==> src/hw/comms_pkg.sv <==
/*
 * Comms link test shared definitions
 * Local bus widths, register address map, identification words
 * and error counter limits
 */
`default_nettype none

package comms_pkg;

   // ------------------------------------------------------------------------
   // Local bus geometry
   // ------------------------------------------------------------------------
   localparam int LB_AWI    = 24;
   localparam int LB_DWI    = 32;
   localparam int LOCAL_AWI = 5;

   // Read address map
   localparam logic [LOCAL_AWI-1:0] INFO0_RD_REG            = 5'd0;
   localparam logic [LOCAL_AWI-1:0] INFO1_RD_REG            = 5'd1;
   localparam logic [LOCAL_AWI-1:0] RX_FRAME_COUNTER_RD_REG = 5'd2;
   localparam logic [LOCAL_AWI-1:0] TXRX_LATENCY_RD_REG     = 5'd3;
   localparam logic [LOCAL_AWI-1:0] RX_DATA0_RD_REG         = 5'd4;
   localparam logic [LOCAL_AWI-1:0] RX_DATA1_RD_REG         = 5'd5;
   localparam logic [LOCAL_AWI-1:0] RX_MATCH0_RD_REG        = 5'd6;
   localparam logic [LOCAL_AWI-1:0] RX_MATCH1_RD_REG        = 5'd7;
   localparam logic [LOCAL_AWI-1:0] RX_ERR_CNT0_RD_REG      = 5'd8;
   localparam logic [LOCAL_AWI-1:0] RX_ERR_CNT1_RD_REG      = 5'd9;
   localparam logic [LOCAL_AWI-1:0] CTRL_READBACK_RD_REG    = 5'd10;

   // Write address map
   localparam logic [LOCAL_AWI-1:0] TX_LOCATION_WR_REG    = 5'd0;
   localparam logic [LOCAL_AWI-1:0] TX_TRANSMIT_EN_WR_REG = 5'd1;
   localparam logic [LOCAL_AWI-1:0] PGEN_DISABLE_WR_REG   = 5'd2;
   localparam logic [LOCAL_AWI-1:0] PGEN_RATE_WR_REG      = 5'd3;
   localparam logic [LOCAL_AWI-1:0] PGEN_TEST_MODE_WR_REG = 5'd4;
   localparam logic [LOCAL_AWI-1:0] PGEN_INC_STEP_WR_REG  = 5'd5;
   localparam logic [LOCAL_AWI-1:0] PGEN_USR_DAT_WR_REG   = 5'd6;

   // ------------------------------------------------------------------------
   // Constant read values
   // ------------------------------------------------------------------------
   // ASCII "QF2P" and "COMM"
   localparam logic [LB_DWI-1:0] INFO0_WORD    = 32'h51463250;
   localparam logic [LB_DWI-1:0] INFO1_WORD    = 32'h434f4d4d;
   localparam logic [LB_DWI-1:0] BAD_ADDR_WORD = 32'hdeadf00d;

   // Error counters stop here
   localparam logic [15:0] ERR_CNT_MAX = 16'hffff;

endpackage

`default_nettype wire

==> src/hw/comms_lane_check.sv <==
/*
 * Lane checker
 * Compares each received word with the pattern rule and keeps the
 * last word, a match flag and a saturating error count
 */
`timescale 1ns/1ps
`default_nettype none

module comms_lane_check import comms_pkg::*; (
   input  wire                lb_clk,
   input  wire                reset_i,
   input  wire                rx_valid_i,
   input  wire [LB_DWI-1:0]   rx_data_i,
   input  wire                invert_i,
   input  wire                test_mode_i,
   input  wire [2:0]          inc_step_i,
   input  wire [LB_DWI-1:0]   usr_data_i,
   output logic [LB_DWI-1:0]  rx_data_o,
   output logic               rx_match_o,
   output logic [15:0]        rx_err_cnt_o
);

   logic [LB_DWI-1:0] word;
   logic [LB_DWI-1:0] expected;
   logic              seen_q;
   logic              hit;

   // Lane 1 arrives inverted
   assign word = invert_i ? ~rx_data_i : rx_data_i;

   assign expected = test_mode_i ? rx_data_o + LB_DWI'(inc_step_i) + LB_DWI'(1)
                                 : usr_data_i;

   // Nothing to predict from before the first frame
   assign hit = (word == expected) || (test_mode_i && !seen_q);

   always_ff @(posedge lb_clk) begin
      if (reset_i) begin
         rx_data_o    <= '0;
         rx_match_o   <= 1'b0;
         rx_err_cnt_o <= '0;
         seen_q       <= 1'b0;
      end else if (rx_valid_i) begin
         rx_data_o  <= word;
         rx_match_o <= hit;
         seen_q     <= 1'b1;
         if (!hit && rx_err_cnt_o != ERR_CNT_MAX) begin
            rx_err_cnt_o <= rx_err_cnt_o + 16'd1;
         end
      end
   end

endmodule

`default_nettype wire

==> src/hw/comms_pgen.sv <==
/*
 * Pattern generator
 * Emits one word every rate+1 cycles while enabled, either a
 * stepping count or the user word, with lane 1 inverted
 */
`timescale 1ns/1ps
`default_nettype none

module comms_pgen import comms_pkg::*; (
   input  wire                lb_clk,
   input  wire                reset_i,
   input  wire                enable_i,
   input  wire [4:0]          rate_i,
   input  wire                test_mode_i,
   input  wire [2:0]          inc_step_i,
   input  wire [LB_DWI-1:0]   usr_data_i,
   output logic               tx_valid_o,
   output logic [LB_DWI-1:0]  tx_data0_o,
   output logic [LB_DWI-1:0]  tx_data1_o
);

   logic [4:0]        pace_q;
   logic [LB_DWI-1:0] next_word_q;
   logic [LB_DWI-1:0] word;
   logic              fire;

   // Word going out on this pulse
   assign word = test_mode_i ? next_word_q : usr_data_i;
   assign fire = enable_i && (pace_q == '0);

   // Pacing counter, reloads with the rate on each pulse
   always_ff @(posedge lb_clk) begin
      if (reset_i) begin
         pace_q      <= '0;
         tx_valid_o  <= 1'b0;
         next_word_q <= '0;
      end else if (!enable_i) begin
         pace_q     <= '0;
         tx_valid_o <= 1'b0;
      end else if (fire) begin
         pace_q     <= rate_i;
         tx_valid_o <= 1'b1;
         // Next count follows whatever word was just sent
         next_word_q <= word + LB_DWI'(inc_step_i) + LB_DWI'(1);
      end else begin
         pace_q     <= pace_q - 5'd1;
         tx_valid_o <= 1'b0;
      end
   end

   // Payload only moves on a pulse, both lanes loaded together
   always_ff @(posedge lb_clk) begin
      if (fire) begin
         tx_data0_o <= word;
         tx_data1_o <= ~word;
      end
   end

endmodule

`default_nettype wire

==> src/hw/comms_regbank.sv <==
/*
 * Comms register bank
 * Decodes the local bus, holds the generator control settings
 * and returns status words one cycle after a read
 */
`timescale 1ns/1ps
`default_nettype none

module comms_regbank import comms_pkg::*; (
   input  wire                lb_clk,
   input  wire                reset_i,
   // Local bus
   input  wire                lb_valid_i,
   input  wire                lb_rnw_i,
   input  wire [LB_AWI-1:0]   lb_addr_i,
   input  wire [LB_DWI-1:0]   lb_wdata_i,
   output logic [LB_DWI-1:0]  lb_rdata_o,
   // Status in
   input  wire [15:0]         rx_frame_counter_i,
   input  wire [15:0]         txrx_latency_i,
   input  wire [LB_DWI-1:0]   rx_data0_i,
   input  wire [LB_DWI-1:0]   rx_data1_i,
   input  wire                rx_match0_i,
   input  wire                rx_match1_i,
   input  wire [15:0]         rx_err_cnt0_i,
   input  wire [15:0]         rx_err_cnt1_i,
   // Control out
   output logic [2:0]         tx_location_o,
   output logic               tx_transmit_en_o,
   output logic               pgen_disable_o,
   output logic [4:0]         pgen_rate_o,
   output logic               pgen_test_mode_o,
   output logic [2:0]         pgen_inc_step_o,
   output logic [31:0]        pgen_usr_data_o
);

   logic [LOCAL_AWI-1:0] addr;
   logic [LB_DWI-1:0]    ctrl_word;

   assign addr = lb_addr_i[LOCAL_AWI-1:0];

   // Readback layout: [2:0] location, [3] transmit enable, [4] disable,
   // [9:5] rate, [10] test mode, [13:11] step, [31:16] low half of user word
   assign ctrl_word = {pgen_usr_data_o[15:0], 2'b00, pgen_inc_step_o,
                       pgen_test_mode_o, pgen_rate_o, pgen_disable_o,
                       tx_transmit_en_o, tx_location_o};

   // ------------------------------------------------------------------------
   // Control register writes
   // ------------------------------------------------------------------------
   always_ff @(posedge lb_clk) begin
      if (reset_i) begin
         tx_location_o    <= '0;
         tx_transmit_en_o <= 1'b0;
         pgen_disable_o   <= 1'b1;
         pgen_rate_o      <= '0;
         pgen_test_mode_o <= 1'b0;
         pgen_inc_step_o  <= '0;
         pgen_usr_data_o  <= '0;
      end else if (lb_valid_i && !lb_rnw_i) begin
         case (addr)
            TX_LOCATION_WR_REG:    tx_location_o    <= lb_wdata_i[2:0];
            TX_TRANSMIT_EN_WR_REG: tx_transmit_en_o <= lb_wdata_i[0];
            PGEN_DISABLE_WR_REG:   pgen_disable_o   <= lb_wdata_i[0];
            PGEN_RATE_WR_REG:      pgen_rate_o      <= lb_wdata_i[4:0];
            PGEN_TEST_MODE_WR_REG: pgen_test_mode_o <= lb_wdata_i[0];
            PGEN_INC_STEP_WR_REG:  pgen_inc_step_o  <= lb_wdata_i[2:0];
            PGEN_USR_DAT_WR_REG:   pgen_usr_data_o  <= lb_wdata_i[31:0];
            // Unmapped writes fall through
            default: ;
         endcase
      end
   end

   // ------------------------------------------------------------------------
   // Read multiplexer, registered
   // ------------------------------------------------------------------------
   always_ff @(posedge lb_clk) begin
      if (reset_i) begin
         lb_rdata_o <= '0;
      end else if (lb_valid_i && lb_rnw_i) begin
         case (addr)
            INFO0_RD_REG:            lb_rdata_o <= INFO0_WORD;
            INFO1_RD_REG:            lb_rdata_o <= INFO1_WORD;
            RX_FRAME_COUNTER_RD_REG: lb_rdata_o <= LB_DWI'(rx_frame_counter_i);
            TXRX_LATENCY_RD_REG:     lb_rdata_o <= LB_DWI'(txrx_latency_i);
            RX_DATA0_RD_REG:         lb_rdata_o <= rx_data0_i;
            RX_DATA1_RD_REG:         lb_rdata_o <= rx_data1_i;
            RX_MATCH0_RD_REG:        lb_rdata_o <= LB_DWI'(rx_match0_i);
            RX_MATCH1_RD_REG:        lb_rdata_o <= LB_DWI'(rx_match1_i);
            RX_ERR_CNT0_RD_REG:      lb_rdata_o <= LB_DWI'(rx_err_cnt0_i);
            RX_ERR_CNT1_RD_REG:      lb_rdata_o <= LB_DWI'(rx_err_cnt1_i);
            CTRL_READBACK_RD_REG:    lb_rdata_o <= ctrl_word;
            default:                 lb_rdata_o <= BAD_ADDR_WORD;
         endcase
      end
   end

endmodule

`default_nettype wire

==> src/hw/comms_top.sv <==
/*
 * Comms link test top level
 * Register bank, pattern generator, two lane checkers, received
 * frame counter and transmit-to-receive latency timer
 */
`timescale 1ns/1ps
`default_nettype none

module comms_top import comms_pkg::*; (
   input  wire                lb_clk,
   input  wire                reset_i,
   input  wire                lb_valid_i,
   input  wire                lb_rnw_i,
   input  wire [LB_AWI-1:0]   lb_addr_i,
   input  wire [LB_DWI-1:0]   lb_wdata_i,
   output logic [LB_DWI-1:0]  lb_rdata_o,
   output logic               tx_valid_o,
   output logic [LB_DWI-1:0]  tx_data0_o,
   output logic [LB_DWI-1:0]  tx_data1_o,
   input  wire                rx_valid_i,
   input  wire [LB_DWI-1:0]   rx_data0_i,
   input  wire [LB_DWI-1:0]   rx_data1_i,
   output logic [2:0]         tx_location_o
);

   logic              tx_transmit_en, pgen_disable, pgen_test_mode;
   logic [4:0]        pgen_rate;
   logic [2:0]        pgen_inc_step;
   logic [31:0]       pgen_usr_data;
   logic [LB_DWI-1:0] rx_data0, rx_data1;
   logic              rx_match0, rx_match1;
   logic [15:0]       rx_err_cnt0, rx_err_cnt1;
   logic [15:0]       rx_frame_counter, txrx_latency, lat_cnt_q;
   logic              lat_run_q;

   comms_regbank regbank0 (
      .lb_clk, .reset_i, .lb_valid_i, .lb_rnw_i, .lb_addr_i, .lb_wdata_i, .lb_rdata_o,
      .rx_frame_counter_i(rx_frame_counter), .txrx_latency_i(txrx_latency),
      .rx_data0_i(rx_data0), .rx_data1_i(rx_data1),
      .rx_match0_i(rx_match0), .rx_match1_i(rx_match1),
      .rx_err_cnt0_i(rx_err_cnt0), .rx_err_cnt1_i(rx_err_cnt1),
      .tx_location_o, .tx_transmit_en_o(tx_transmit_en), .pgen_disable_o(pgen_disable),
      .pgen_rate_o(pgen_rate), .pgen_test_mode_o(pgen_test_mode),
      .pgen_inc_step_o(pgen_inc_step), .pgen_usr_data_o(pgen_usr_data)
   );

   comms_pgen pgen0 (
      .lb_clk, .reset_i, .enable_i(tx_transmit_en && !pgen_disable),
      .rate_i(pgen_rate), .test_mode_i(pgen_test_mode), .inc_step_i(pgen_inc_step),
      .usr_data_i(pgen_usr_data), .tx_valid_o, .tx_data0_o, .tx_data1_o
   );

   // Lane 0 straight, lane 1 inverted
   comms_lane_check check0 (
      .lb_clk, .reset_i, .rx_valid_i, .rx_data_i(rx_data0_i), .invert_i(1'b0),
      .test_mode_i(pgen_test_mode), .inc_step_i(pgen_inc_step), .usr_data_i(pgen_usr_data),
      .rx_data_o(rx_data0), .rx_match_o(rx_match0), .rx_err_cnt_o(rx_err_cnt0)
   );

   comms_lane_check check1 (
      .lb_clk, .reset_i, .rx_valid_i, .rx_data_i(rx_data1_i), .invert_i(1'b1),
      .test_mode_i(pgen_test_mode), .inc_step_i(pgen_inc_step), .usr_data_i(pgen_usr_data),
      .rx_data_o(rx_data1), .rx_match_o(rx_match1), .rx_err_cnt_o(rx_err_cnt1)
   );

   // ------------------------------------------------------------------------
   // Frame counter and latency timer
   // ------------------------------------------------------------------------
   always_ff @(posedge lb_clk) begin
      if (reset_i) begin
         rx_frame_counter <= '0;
         txrx_latency     <= '0;
         lat_cnt_q        <= '0;
         lat_run_q        <= 1'b0;
      end else begin
         if (rx_valid_i) rx_frame_counter <= rx_frame_counter + 16'd1;
         if (lat_run_q && rx_valid_i) txrx_latency <= lat_cnt_q;
         // A new measurement only starts once the previous one has closed
         if (tx_valid_o && (!lat_run_q || rx_valid_i)) begin
            lat_run_q <= 1'b1;
            lat_cnt_q <= 16'd1;
         end else if (lat_run_q && rx_valid_i) begin
            lat_run_q <= 1'b0;
         end else if (lat_run_q && lat_cnt_q != 16'hffff) begin
            lat_cnt_q <= lat_cnt_q + 16'd1;
         end
      end
   end

endmodule

`default_nettype wire

==> config.mk <==
export PLATFORM = sky130hd
export DESIGN_NAME = comms_top
export DESIGN_NICKNAME = d
export VERILOG_FILES = /design/src/hw/comms_pkg.sv /design/src/hw/comms_lane_check.sv /design/src/hw/comms_pgen.sv /design/src/hw/comms_regbank.sv /design/src/hw/comms_top.sv
export SDC_FILE = /design/constraint.sdc
export NUM_CORES = 1
export LEC_CHECK = 0
export BUFFER_PORTS_ARGS = -buffer_cell sky130_fd_sc_hd__buf_2
export CORE_MARGIN = 3
export CORE_UTILIZATION = 40
export DETAILED_ROUTE_END_ITERATION = 16
export PLACE_DENSITY_LB_ADDON = 0.12
export SLEW_MARGIN = 0
export SYNTH_ARGS = -nofsm -noshare
export SYNTH_HDL_FRONTEND = slang
export SYNTH_SLANG_ARGS = --single-unit
==> constraint.sdc <==
create_clock -name lb_clk -period 15.1 [get_ports lb_clk]
set_input_delay 2.265 -clock lb_clk [delete_from_list [all_inputs] [get_ports lb_clk]]
set_output_delay 2.265 -clock lb_clk [all_outputs]
set_load 0.05 [all_outputs]
Word level (Yosys, flattened, before mapping)

Cells that the tools add are included.
Widths: inputs -> output; s select.

Register bits after elaboration: 328
Input bits: 125
Output and inout bits: 100
Word-level logic and storage cells: 104

$add $sub $neg: 11
Equality and inequality tests: 16
Mux-type cells: 11
Bitwise logic cells: 4
Reduce and logical (&&, ||, !) cells: 37

Operators by type and width:

| operator              | number |
|---|---|
| $pmux 32 s11          | 1 |
| $add 32x1->32 const B | 3 |
| $add 32x3->32         | 3 |
| $mux 32               | 3 |
| $add 16x1->16 const B | 4 |
| $eq 32x32->1          | 2 |
| $not 32->32           | 2 |
| $ne 16x16->1 const B  | 3 |
| $reduce_and 2->1      | 12 |
| $eq 5x3->1 const B    | 4 |
| $eq 5x4->1 const B    | 3 |
| $eq 5x2->1 const B    | 2 |
| $logic_and 1x1->1     | 10 |
| $logic_not 5->1       | 2 |
| $logic_not 1->1       | 6 |
| $mux 1                | 6 |
| $eq 5x1->1 const B    | 1 |
| $mux 5                | 1 |
| $sub 5x1->5 const B   | 1 |
| $reduce_bool 2->1     | 2 |
| $reduce_or 2->1       | 2 |
| $logic_or 1x1->1      | 3 |
| $ne 2x2->1 const B    | 1 |
| $not 1->1             | 2 |

Logic depth before layout (Yosys ltp)

Gate-level depths: netlist (run 1).

Depth in word-level cells: 8
Gate-level depth with buffers: 21

Cells and area by module

From an unflattened synthesis (run 1), not the netlist that was laid out.

Cells, all modules: 2399
Area, all modules: 20000.4 µm²

By module, submodules not included:

| module                    | times used | cells each | area each (µm²) | sequential area each (µm²) |
|---|---|---|---|---|
| comms_pgen                | 1          | 443        | 4815.9          | 2682.6 |
| comms_lane_check (check0) | 1          | 598        | 4434.3          | 1001.0 |
| comms_lane_check (check1) | 1          | 603        | 4389.2          | 1001.0 |
| comms_regbank             | 1          | 497        | 4199.0          | 1561.5 |
| comms_top                 | 1          | 258        | 2162.1          | 980.9 |

Least setup slack after synthesis (run 1)

OpenSTA, ideal clock, no wires.

Path type: register to register
Start: reg regbank0.pgen_test_mode_o
End: reg pgen0.next_word_q[31]
Data arrival time: 4.872 ns
Data required time: 15.030 ns
Path slack: 10.158 ns
Cell stages (with the launch flop): 22
Path buffers: 8
Cell sequence: dfxtp_1 > buf_2 > buf_2 > buf_2 > buf_2 > buf_2 > buf_2 > clkbuf_1 > mux2i_1 > inv_1 > ha_1 > nor2b_1 > o21ai_0 > a2111oi_1 > and4_1 > and2_1 > clkbuf_1 > nor3b_1 > nand3_1 > xnor2_1 > nand2_1 > a21oi_1

Word-level cells in the longest chain between the ends: 3

RTL lines:

| item                     | RTL line            | RTL |
|---|---|---|
| start: declaration       | comms_regbank.sv:32 | `output logic pgen_test_mode_o,` |
| start signal: assignment | comms_regbank.sv:66 | `PGEN_TEST_MODE_WR_REG: pgen_test_mode_o <= lb_wdata_i[0];` |
| $mux 32                  | comms_pgen.sv:28    | `assign word = test_mode_i ? next_word_q : usr_data_i;` |
| net pgen0.word[1]        | comms_pgen.sv:24    | `logic [LB_DWI-1:0] word;` |
| $add 32x3->32            | comms_pgen.sv:44    | `next_word_q <= word + LB_DWI'(inc_step_i) + LB_DWI'(1);` |
| $add 32x1->32            | comms_pgen.sv:44    |  |
| end signal: assignment   | comms_pgen.sv:44    |  |
| end: declaration         | comms_pgen.sv:23    | `logic [LB_DWI-1:0] next_word_q;` |

The timed path passes the listed nets, and every way through them passes these cells.
A chain may end at the register's enable or synchronous reset.

Final worst setup path (run 1)

Start: in rx_data0_i[10]
End: reg check0.rx_err_cnt_o[0]

Word-level cells in the longest chain between the ends: 5

RTL lines:

| item                       | RTL line               | RTL |
|---|---|---|
| start: declaration         | comms_top.sv:21        | `input wire [LB_DWI-1:0] rx_data0_i,` |
| $eq 32x32->1               | comms_lane_check.sv:35 | `assign hit = (word == expected) \|\| (test_mode_i && !seen_q);` |
| $logic_or 1x1->1           | comms_lane_check.sv:35 |  |
| $logic_not 1->1            | comms_lane_check.sv:47 | `if (!hit && rx_err_cnt_o != ERR_CNT_MAX) begin` |
| $logic_and 1x1->1          | comms_lane_check.sv:47 |  |
| $reduce_and 2->1 (no line) | n/a                    |  |
| end signal: assignment     | comms_lane_check.sv:48 | `rx_err_cnt_o <= rx_err_cnt_o + 16'd1;` |
| end: declaration           | comms_lane_check.sv:20 | `output logic [15:0] rx_err_cnt_o` |

No other way between the ends.

==> reports/metrics.csv, run 1 <==
stage,metric,value,unit
pwr,ir_drop,0.07831,mV
logic_synthesis,netlist_instances,2136,
timing,final.min_clock_period,4878,ps
grt,grt_overflow,0,
floorplan,start_util,41.11,%
run_status,status,"finished, final reports clean",
worst_setup_path,path_cells,"buf_2, xor2_1, a2111oi_0, a31oi_1, a21oi_1, o2111ai_1, nor4_1, nand4_1, nor4b_4, buf_4, nor2_1, mux2_1",
timing,slew_viol_final,0,
worst_setup_path,regToRegSetupSlack,10230,ps
drt,drt-total-wl,68.47,mm
cts,cts_resized,0,
floorplan,dieArea,0.04744,mm2
worst_setup_path,crit_arrival,5310,ps
logic_synthesis,synthFlopType,dfxtp_1,
cts,clock_latency,560,ps
timing,postLayoutSetupSlackWorst,10220,ps
worst_setup_path,cp_slowest_stage_delay,470,ps
cts,cts_root_buf,clkbuf_16,
timing,setup_viol,0,
place,io_buffers,205,
floorplan,io_pins,225,
pwr,p_per_area,98.50,mW/mm2
place,place_congestion,0.9743,
timing,tightest_slew,1192,ps
final_layout,fin_nets,2397,
logic_synthesis,syn-num-nets,2279,
grt,grt_max_degree,112,
worst_setup_path,required,15530,ps
floorplan,die_height,217.8,um
worst_setup_path,end_kind,register,
drt,firstDrtPassIters,6,
worst_setup_path,crit_fanout,19,
timing,timing.final.crit_share,32.31,%
final_layout,drive_gt1_share,13.95,%
grt,grt_pass1_vias,15790,
worst_setup_path,r2r-end,check0.rx_err_cnt_o[0],
grt,grt_use_met1,36.13,%
floorplan,core,0.04365,mm2
cts,cts_buffers,38,
cts,ctsHoldBuffers,0,
logic_synthesis,synth_warnings,0,
timing,maxSlewHeadroom,20.47,%
grt,grt_first_pass_wirelength,100.8,mm
logic_synthesis,avgSynthCellArea,8.401,um2
worst_setup_path,slowest_stage,a2111oi_0,
timing,fin_skew,13.87,ps
pwr,leakage,7.418,nW
logic_synthesis,yosysSeqAreaShare,40.16,%
final_layout,regArea,0.007211,mm2
grt,grt-busiest-layer,met2,
floorplan,die_x,217.8,um
cts,post-cts-setup-buffer-count,0,
logic_synthesis,synthArstFlopShare,0,%
cts,htree_num_levels,2,
worst_setup_path,crit_end,check0.rx_err_cnt_o[0],
drt,dr.first_iter.drc_count,1621,
worst_setup_path,r2r_start,regbank0.pgen_inc_step_o[0],
floorplan,num_rows,76,
grt,antenna_found_initial,0,
timing,fin_setup_tns,0,ps
cts,cts.sinks,328,
cts,cts_tree,built,
drt,wl_per_cell,23.91,um
hold_path,hp-class,register to register,
logic_synthesis,ys_ff_latch,328,
final_layout,multi_input_area,0.009839,mm2
timing,hold_viol_final,0,
grt,use_met2,47.36,%
cts,clock_path_buffers,3,
drt,num_vias,17030,
worst_setup_path,crit_path_start,rx_data0_i[10],
logic_synthesis,synth_edf_count,64,
timing,grt_setup_unrepaired,false,
cts,clk_pin_slew,60,ps
place,hpwl,50.83,mm
final_layout,num-fill-cells,4274,
final_layout,antennaDiodeCount,0,
drt,via_per_inst,5.946,
worst_setup_path,reg2reg_depth,14,
worst_setup_path,critical_path_class,primary input to register,
drt,drcViolationCount,0,
run,drv_cap,0,
logic_synthesis,yosysUniqueCellTypes,88,
timing,fmax,205.0,MHz
logic_synthesis,netlist_area,0.01794,mm2
place,place_ws,9684,ps
worst_setup_path,cp-start-kind,primary input,
grt,grt_util_met3,4.208,%
final_layout,syn2layout_area_growth,14.36,%
grt,grtUsageTotal,27.98,%
drt,ant_nets,0,
==> registers in the layout, summed over array words and instances (netlist names), 16 cells and up <==
register                  cells
check0.rx_data_o             32
check1.rx_data_o             32
pgen0.next_word_q            32
pgen0.tx_data0_o             32
pgen0.tx_data1_o             32
regbank0.lb_rdata_o          32
regbank0.pgen_usr_data_o     32
check0.rx_err_cnt_o          16
check1.rx_err_cnt_o          16
lat_cnt_q                    16
rx_frame_counter             16
txrx_latency                 16
==> layout make-up <==
type | instances | area share, %
timing repair buffer | 228 | 5.896
multi-input combinational | 1579 | 47.95
tap | 585 | 3.567
sequential | 328 | 35.14
inverter | 79 | 1.451
clock inverter | 7 | 0.4390
clock buffer | 58 | 5.561
==> metal layers <==
layer	up-vias	part of all wire [%]
met3	156	6.5
li1	7996	-
met2	700	47
met5	-	0
met1	8176	42
met4	0	4.4
==> critical path: cells and delay by family <==
kind                      cells  cell delay, ps
AOI/OAI and AO/OA             4            1050
xor gates and xnor gates      1             160
buffers and inverters         2             450
muxes                         1             320
and+or+nand+nor               4            1050
==> cells in the final DEF (no fill, tap or decap), types with 29 or more instances in the layout <==
master	synthesis	final
dfxtp_1	264	263
clkbuf_16	0	42
a21oi_1	183	183
and3_1	29	29
inv_1	79	78
mux2i_1	75	75
o21ai_0	51	51
xnor2_1	85	85
nor3_1	43	41
edfxtp_1	64	64
a211oi_1	58	58
nand4_1	36	36
nand2_1	222	222
xor2_1	54	54
or3_1	30	30
nor2_1	238	236
a22oi_1	30	30
nand3_1	70	70
buf_2	25	203
==> worst min path at each step <==
stage / startpoint / end / depth (start not counted)
floorplan: pgen0.pace_q[0] / pgen0.pace_q[0] / 1
global placement: pgen0.next_word_q[19] / pgen0.next_word_q[19] / 2
detailed placement: pgen0.next_word_q[24] / pgen0.next_word_q[24] / 2
CTS: pgen0.next_word_q[15] / pgen0.next_word_q[15] / 2
global route: pgen0.next_word_q[31] / pgen0.next_word_q[31] / 2
finish: pgen0.next_word_q[24] / pgen0.next_word_q[24] / 2
==> cells by family after synthesis <==
kind of cell | Yosys count | synth area share [%]
AND/OR/NAND/NOR | 816 | 22.10
AO/OA/AOI/OAI | 515 | 19.23
flip-flops | 328 | 40.16
buffers and inverters | 229 | 5.090
XOR/XNOR | 139 | 6.784
multiplexers | 91 | 5.250
adder cells (fa/ha/maj) | 18 | 1.381
==> metrics by stage <==
stage	total power, mW	std cells	hold slack, ps	util (%)	cell area (um2)
global placement	1.113	2799	437.5	44.20	19290
finish	2.021	2864	451.3	47.02	20520
global route	2.086	2864	470.0	47.02	20520
CTS	2.036	2864	451.3	47.02	20520
detailed placement	1.115	2799	444.0	44.20	19290
floorplan	1.044	2136	427.9	-	17940
==> power breakdown <==
part / internal (mW) / total (mW) / switching (mW)
combinational: 0.0537 / 0.153 / 0.0992
clock: 0.554 / 0.921 / 0.367
sequential: 0.906 / 0.947 / 0.0404
==> cells in the mapped netlist, types with 36 or more instances <==
| cell | instances | area share, % |
|---|---|---|
| nand4_1 | 36 | 1.3 |
| xor2_1 | 54 | 2.6 |
| o21ai_0 | 51 | 1.4 |
| edfxtp_1 | 64 | 11 |
| nor2_1 | 238 | 5.0 |
| a211oi_1 | 58 | 2.4 |
| clkbuf_1 | 115 | 2.4 |
| inv_1 | 79 | 1.7 |
| nand2_1 | 222 | 4.6 |
| a21oi_1 | 183 | 5.1 |
| nand3_1 | 70 | 2.0 |
| mux2i_1 | 75 | 4.2 |
| nor3_1 | 43 | 1.2 |
| xnor2_1 | 85 | 4.1 |
| dfxtp_1 | 264 | 29 |
No activity file was read; power rests on OpenSTA's default activity.
==> run 2: changes to the inputs <==
==> constraint.sdc (replaced) <==
create_clock -name lb_clk -period 4.5 [get_ports lb_clk]
set_input_delay 0.675 -clock lb_clk [delete_from_list [all_inputs] [get_ports lb_clk]]
set_output_delay 0.675 -clock lb_clk [all_outputs]
set_load 0.05 [all_outputs]
==> run 2 against run 1 <==
  * Sequential power grew to 3.3 times the previous value
  * Final area is 1.5% higher
  * Global-route usage up 0.45 points
  * Clock power rose to 3.3 times the previous value
  * Setup slack got worse by 10000 ps
  * First-iteration DRC count is 5.2% higher
  * Power grew to 3.4 times the previous value
  * Worst hold slack lost 130 ps
  * Highest routed layer unchanged
==> reports/metrics.csv, run 2 (synthesized netlist as in run 1, its figures left out) <==
stage,metric,value,unit,change
run_status,status,"finished, final reports clean",,
timing,whs,318.3,ps,-133.0 ps
cts,clock_path_buffers,3,,unchanged
timing,fin_setup_tns,0,ps,unchanged
floorplan,start_util,41.11,%,unchanged
worst_setup_path,end_kind,register,,
floorplan,die_height,217.8,um,unchanged
cts,cts.sinks,328,,unchanged
place,place_congestion,0.9540,,-2.1%
worst_setup_path,path_cells,"inv_1, ha_1, inv_1, fa_1, a21oi_1, nor4_2, o311ai_0, xor2_1, a2111oi_0, nand4_1, nor4b_4, buf_12, nor2_1, mux2_1",,
timing,grt_setup_unrepaired,false,,
worst_setup_path,regToRegSetupSlack,260,ps,-9970 ps
worst_setup_path,slowest_stage,a21oi_1,,
drt,dr.first_iter.drc_count,1706,,+5.2%
worst_setup_path,r2r_start,regbank0.pgen_inc_step_o[0],,
grt,antenna_found_initial,0,,unchanged
worst_setup_path,crit_arrival,4690,ps,-620 ps
timing,timing.final.crit_share,94.16,%,
cts,clock_latency,570,ps,about the same
timing,slew_viol_final,0,,unchanged
pwr,p_per_area,325.7,mW/mm2,+230%
worst_setup_path,path_common_cell,inv_1,,
hold_path,worstHoldPathCells,2,,unchanged
worst_setup_path,crit_path_start,regbank0.pgen_inc_step_o[0],,
pwr,fin_total_pwr,6.785,mW,+240%
worst_setup_path,crit_family,compound AO/OA/AOI/OAI gates,,
drt,wl_per_cell,23.84,um,-0.29%
hold_path,min_from,rx_data1_i[20],,
floorplan,dieArea,0.04744,mm2,unchanged
drt,ant_nets,0,,unchanged
cts,post-cts-setup-buffer-count,0,,unchanged
cts,ctsHoldBuffers,0,,unchanged
worst_setup_path,critical_path_class,register to register,,
cts,cts_resized,0,,unchanged
worst_setup_path,crit_fanout,19,,unchanged
hold_path,hp-class,primary input to register,,
timing,fin_skew,22.86,ps,+8.994 ps
run,drv_cap,0,,unchanged
drt,drcViolationCount,0,,unchanged
cts,cts_root_buf,clkbuf_16,,
drt,num_vias,17080,,+0.33%
final_layout,num-fill-cells,4303,,+0.68%
final_layout,regArea,0.007211,mm2,unchanged
final_layout,multi_input_area,0.009856,mm2,+0.17%
cts,cts_buffers,38,,unchanged
worst_setup_path,cp_slowest_stage_delay,530,ps,+60 ps
floorplan,die_x,217.8,um,unchanged
worst_setup_path,cp-start-kind,register,,
grt,grt_overflow,0,,unchanged
final_layout,finish.instance_area,0.02083,mm2,+1.5%
timing,hold_viol_final,0,,unchanged
timing,final.min_clock_period,4237,ps,
grt,grtUsageTotal,28.44,%,+0.45 points
place,io_buffers,205,,unchanged
hold_path,holdPathEnd,check1.rx_data_o[20],,
final_layout,final_cell_mix,"dfxtp_1, nor2_1, nand2_1",,
grt,grt_max_degree,156,,+39%
timing,setup_viol,0,,unchanged
pwr,leakage,7.625,nW,+2.8%
pwr,ir_drop,0.2322,mV,+200%
drt,firstDrtPassIters,9,,+3
final_layout,syn2layout_area_growth,16.09,%,
drt,drt-total-wl,69.23,mm,+1.1%
grt,grt_first_pass_wirelength,102.1,mm,+1.3%
floorplan,core,0.04365,mm2,unchanged
timing,tightest_slew,1097,ps,-94.58 ps
cts,clk_pin_slew,60,ps,about the same
worst_setup_path,r2r-end,check0.rx_err_cnt_o[0],,
final_layout,fin_nets,2432,,+1.5%
final_layout,mostFrequentLayoutCell,dfxtp_1,,
floorplan,io_pins,225,,unchanged
drt,via_per_inst,5.883,,-1.1%
timing,fmax,236.0,MHz,
cts,cts_tree,built,,
final_layout,drive_gt1_share,15.44,%,+1.5 points
worst_setup_path,crit_buf_inv,3,,+1
worst_setup_path,required,4950,ps,-10580 ps
timing,maxSlewHeadroom,26.85,%,+6.4 points
floorplan,num_rows,76,,unchanged
place,dpl-instance-area,0.01961,mm2,+1.6%
worst_setup_path,reg2reg_depth,14,,unchanged
place,hpwl,51.85,mm,+2.0%
cts,htree_num_levels,2,,unchanged
grt,grt_pass1_vias,15970,,+1.1%
[run 2: cell types whose count changed in the layout (fill, tap and decap cells not counted), sizes merged]
cell | previous run | this run
inv | 79 | 80
clkinvlp | 0 | 1
clkinv | 5 | 9
diode | 0 | 1
buf | 227 | 262
clkbuf | 59 | 57
[run 2: worst max path at each step]
| stage | depth (start not counted) | slack [ps] | endpoint |
|---|---|---|---|
| floorplan | 21 | 40 | pgen0.next_word_q[31] |
| global placement | 14 | 340 | check1.rx_err_cnt_o[1] |
| detailed placement | 14 | 290 | check0.rx_err_cnt_o[0] |
| CTS | 14 | 290 | check0.rx_err_cnt_o[0] |
| global route | 14 | 60 | check0.rx_err_cnt_o[0] |
| finish | 14 | 260 | check0.rx_err_cnt_o[0] |
[run 2: layout make-up]
cell class	count	share of cell area, %
Antenna cell	1	0.01201
Clock buffer	56	5.226
Clock inverter	13	0.6427
Inverter	79	1.430
Multi-Input combinational cell	1579	47.31
Sequential cell	328	34.61
Tap cell	585	3.514
Timing Repair Buffer	263	7.250
[run 2: metrics by stage]
stage	util, %	worst slack, ps	cells
finish	47.73	262.8	2904
global route	47.72	62.72	2903
CTS	47.72	293.7	2903
detailed placement	44.92	292.6	2834
global placement	44.92	340.4	2834
floorplan	-	41.21	2136
[run 2: power breakdown]
| part | switching [mW] | leakage [nW] | internal, mW |
|---|---|---|---|
| clock network | 1.29 | 0.592 | 1.80 |
| logic | 0.358 | 4.29 | 0.191 |
| registers | 0.111 | 2.74 | 3.04 |
| total | 1.76 | 7.63 | 5.03 |
[run 2: layer usage]
layer | routed length (um) | global-route usage (%) | vias up
met5 | 0 | 0 | -
met4 | 2755 | 10.96 | 0
met3 | 4354 | 3.219 | 138
met2 | 32770 | 48.35 | 675
met1 | 29340 | 37.16 | 8208
li1 | - | - | 8063
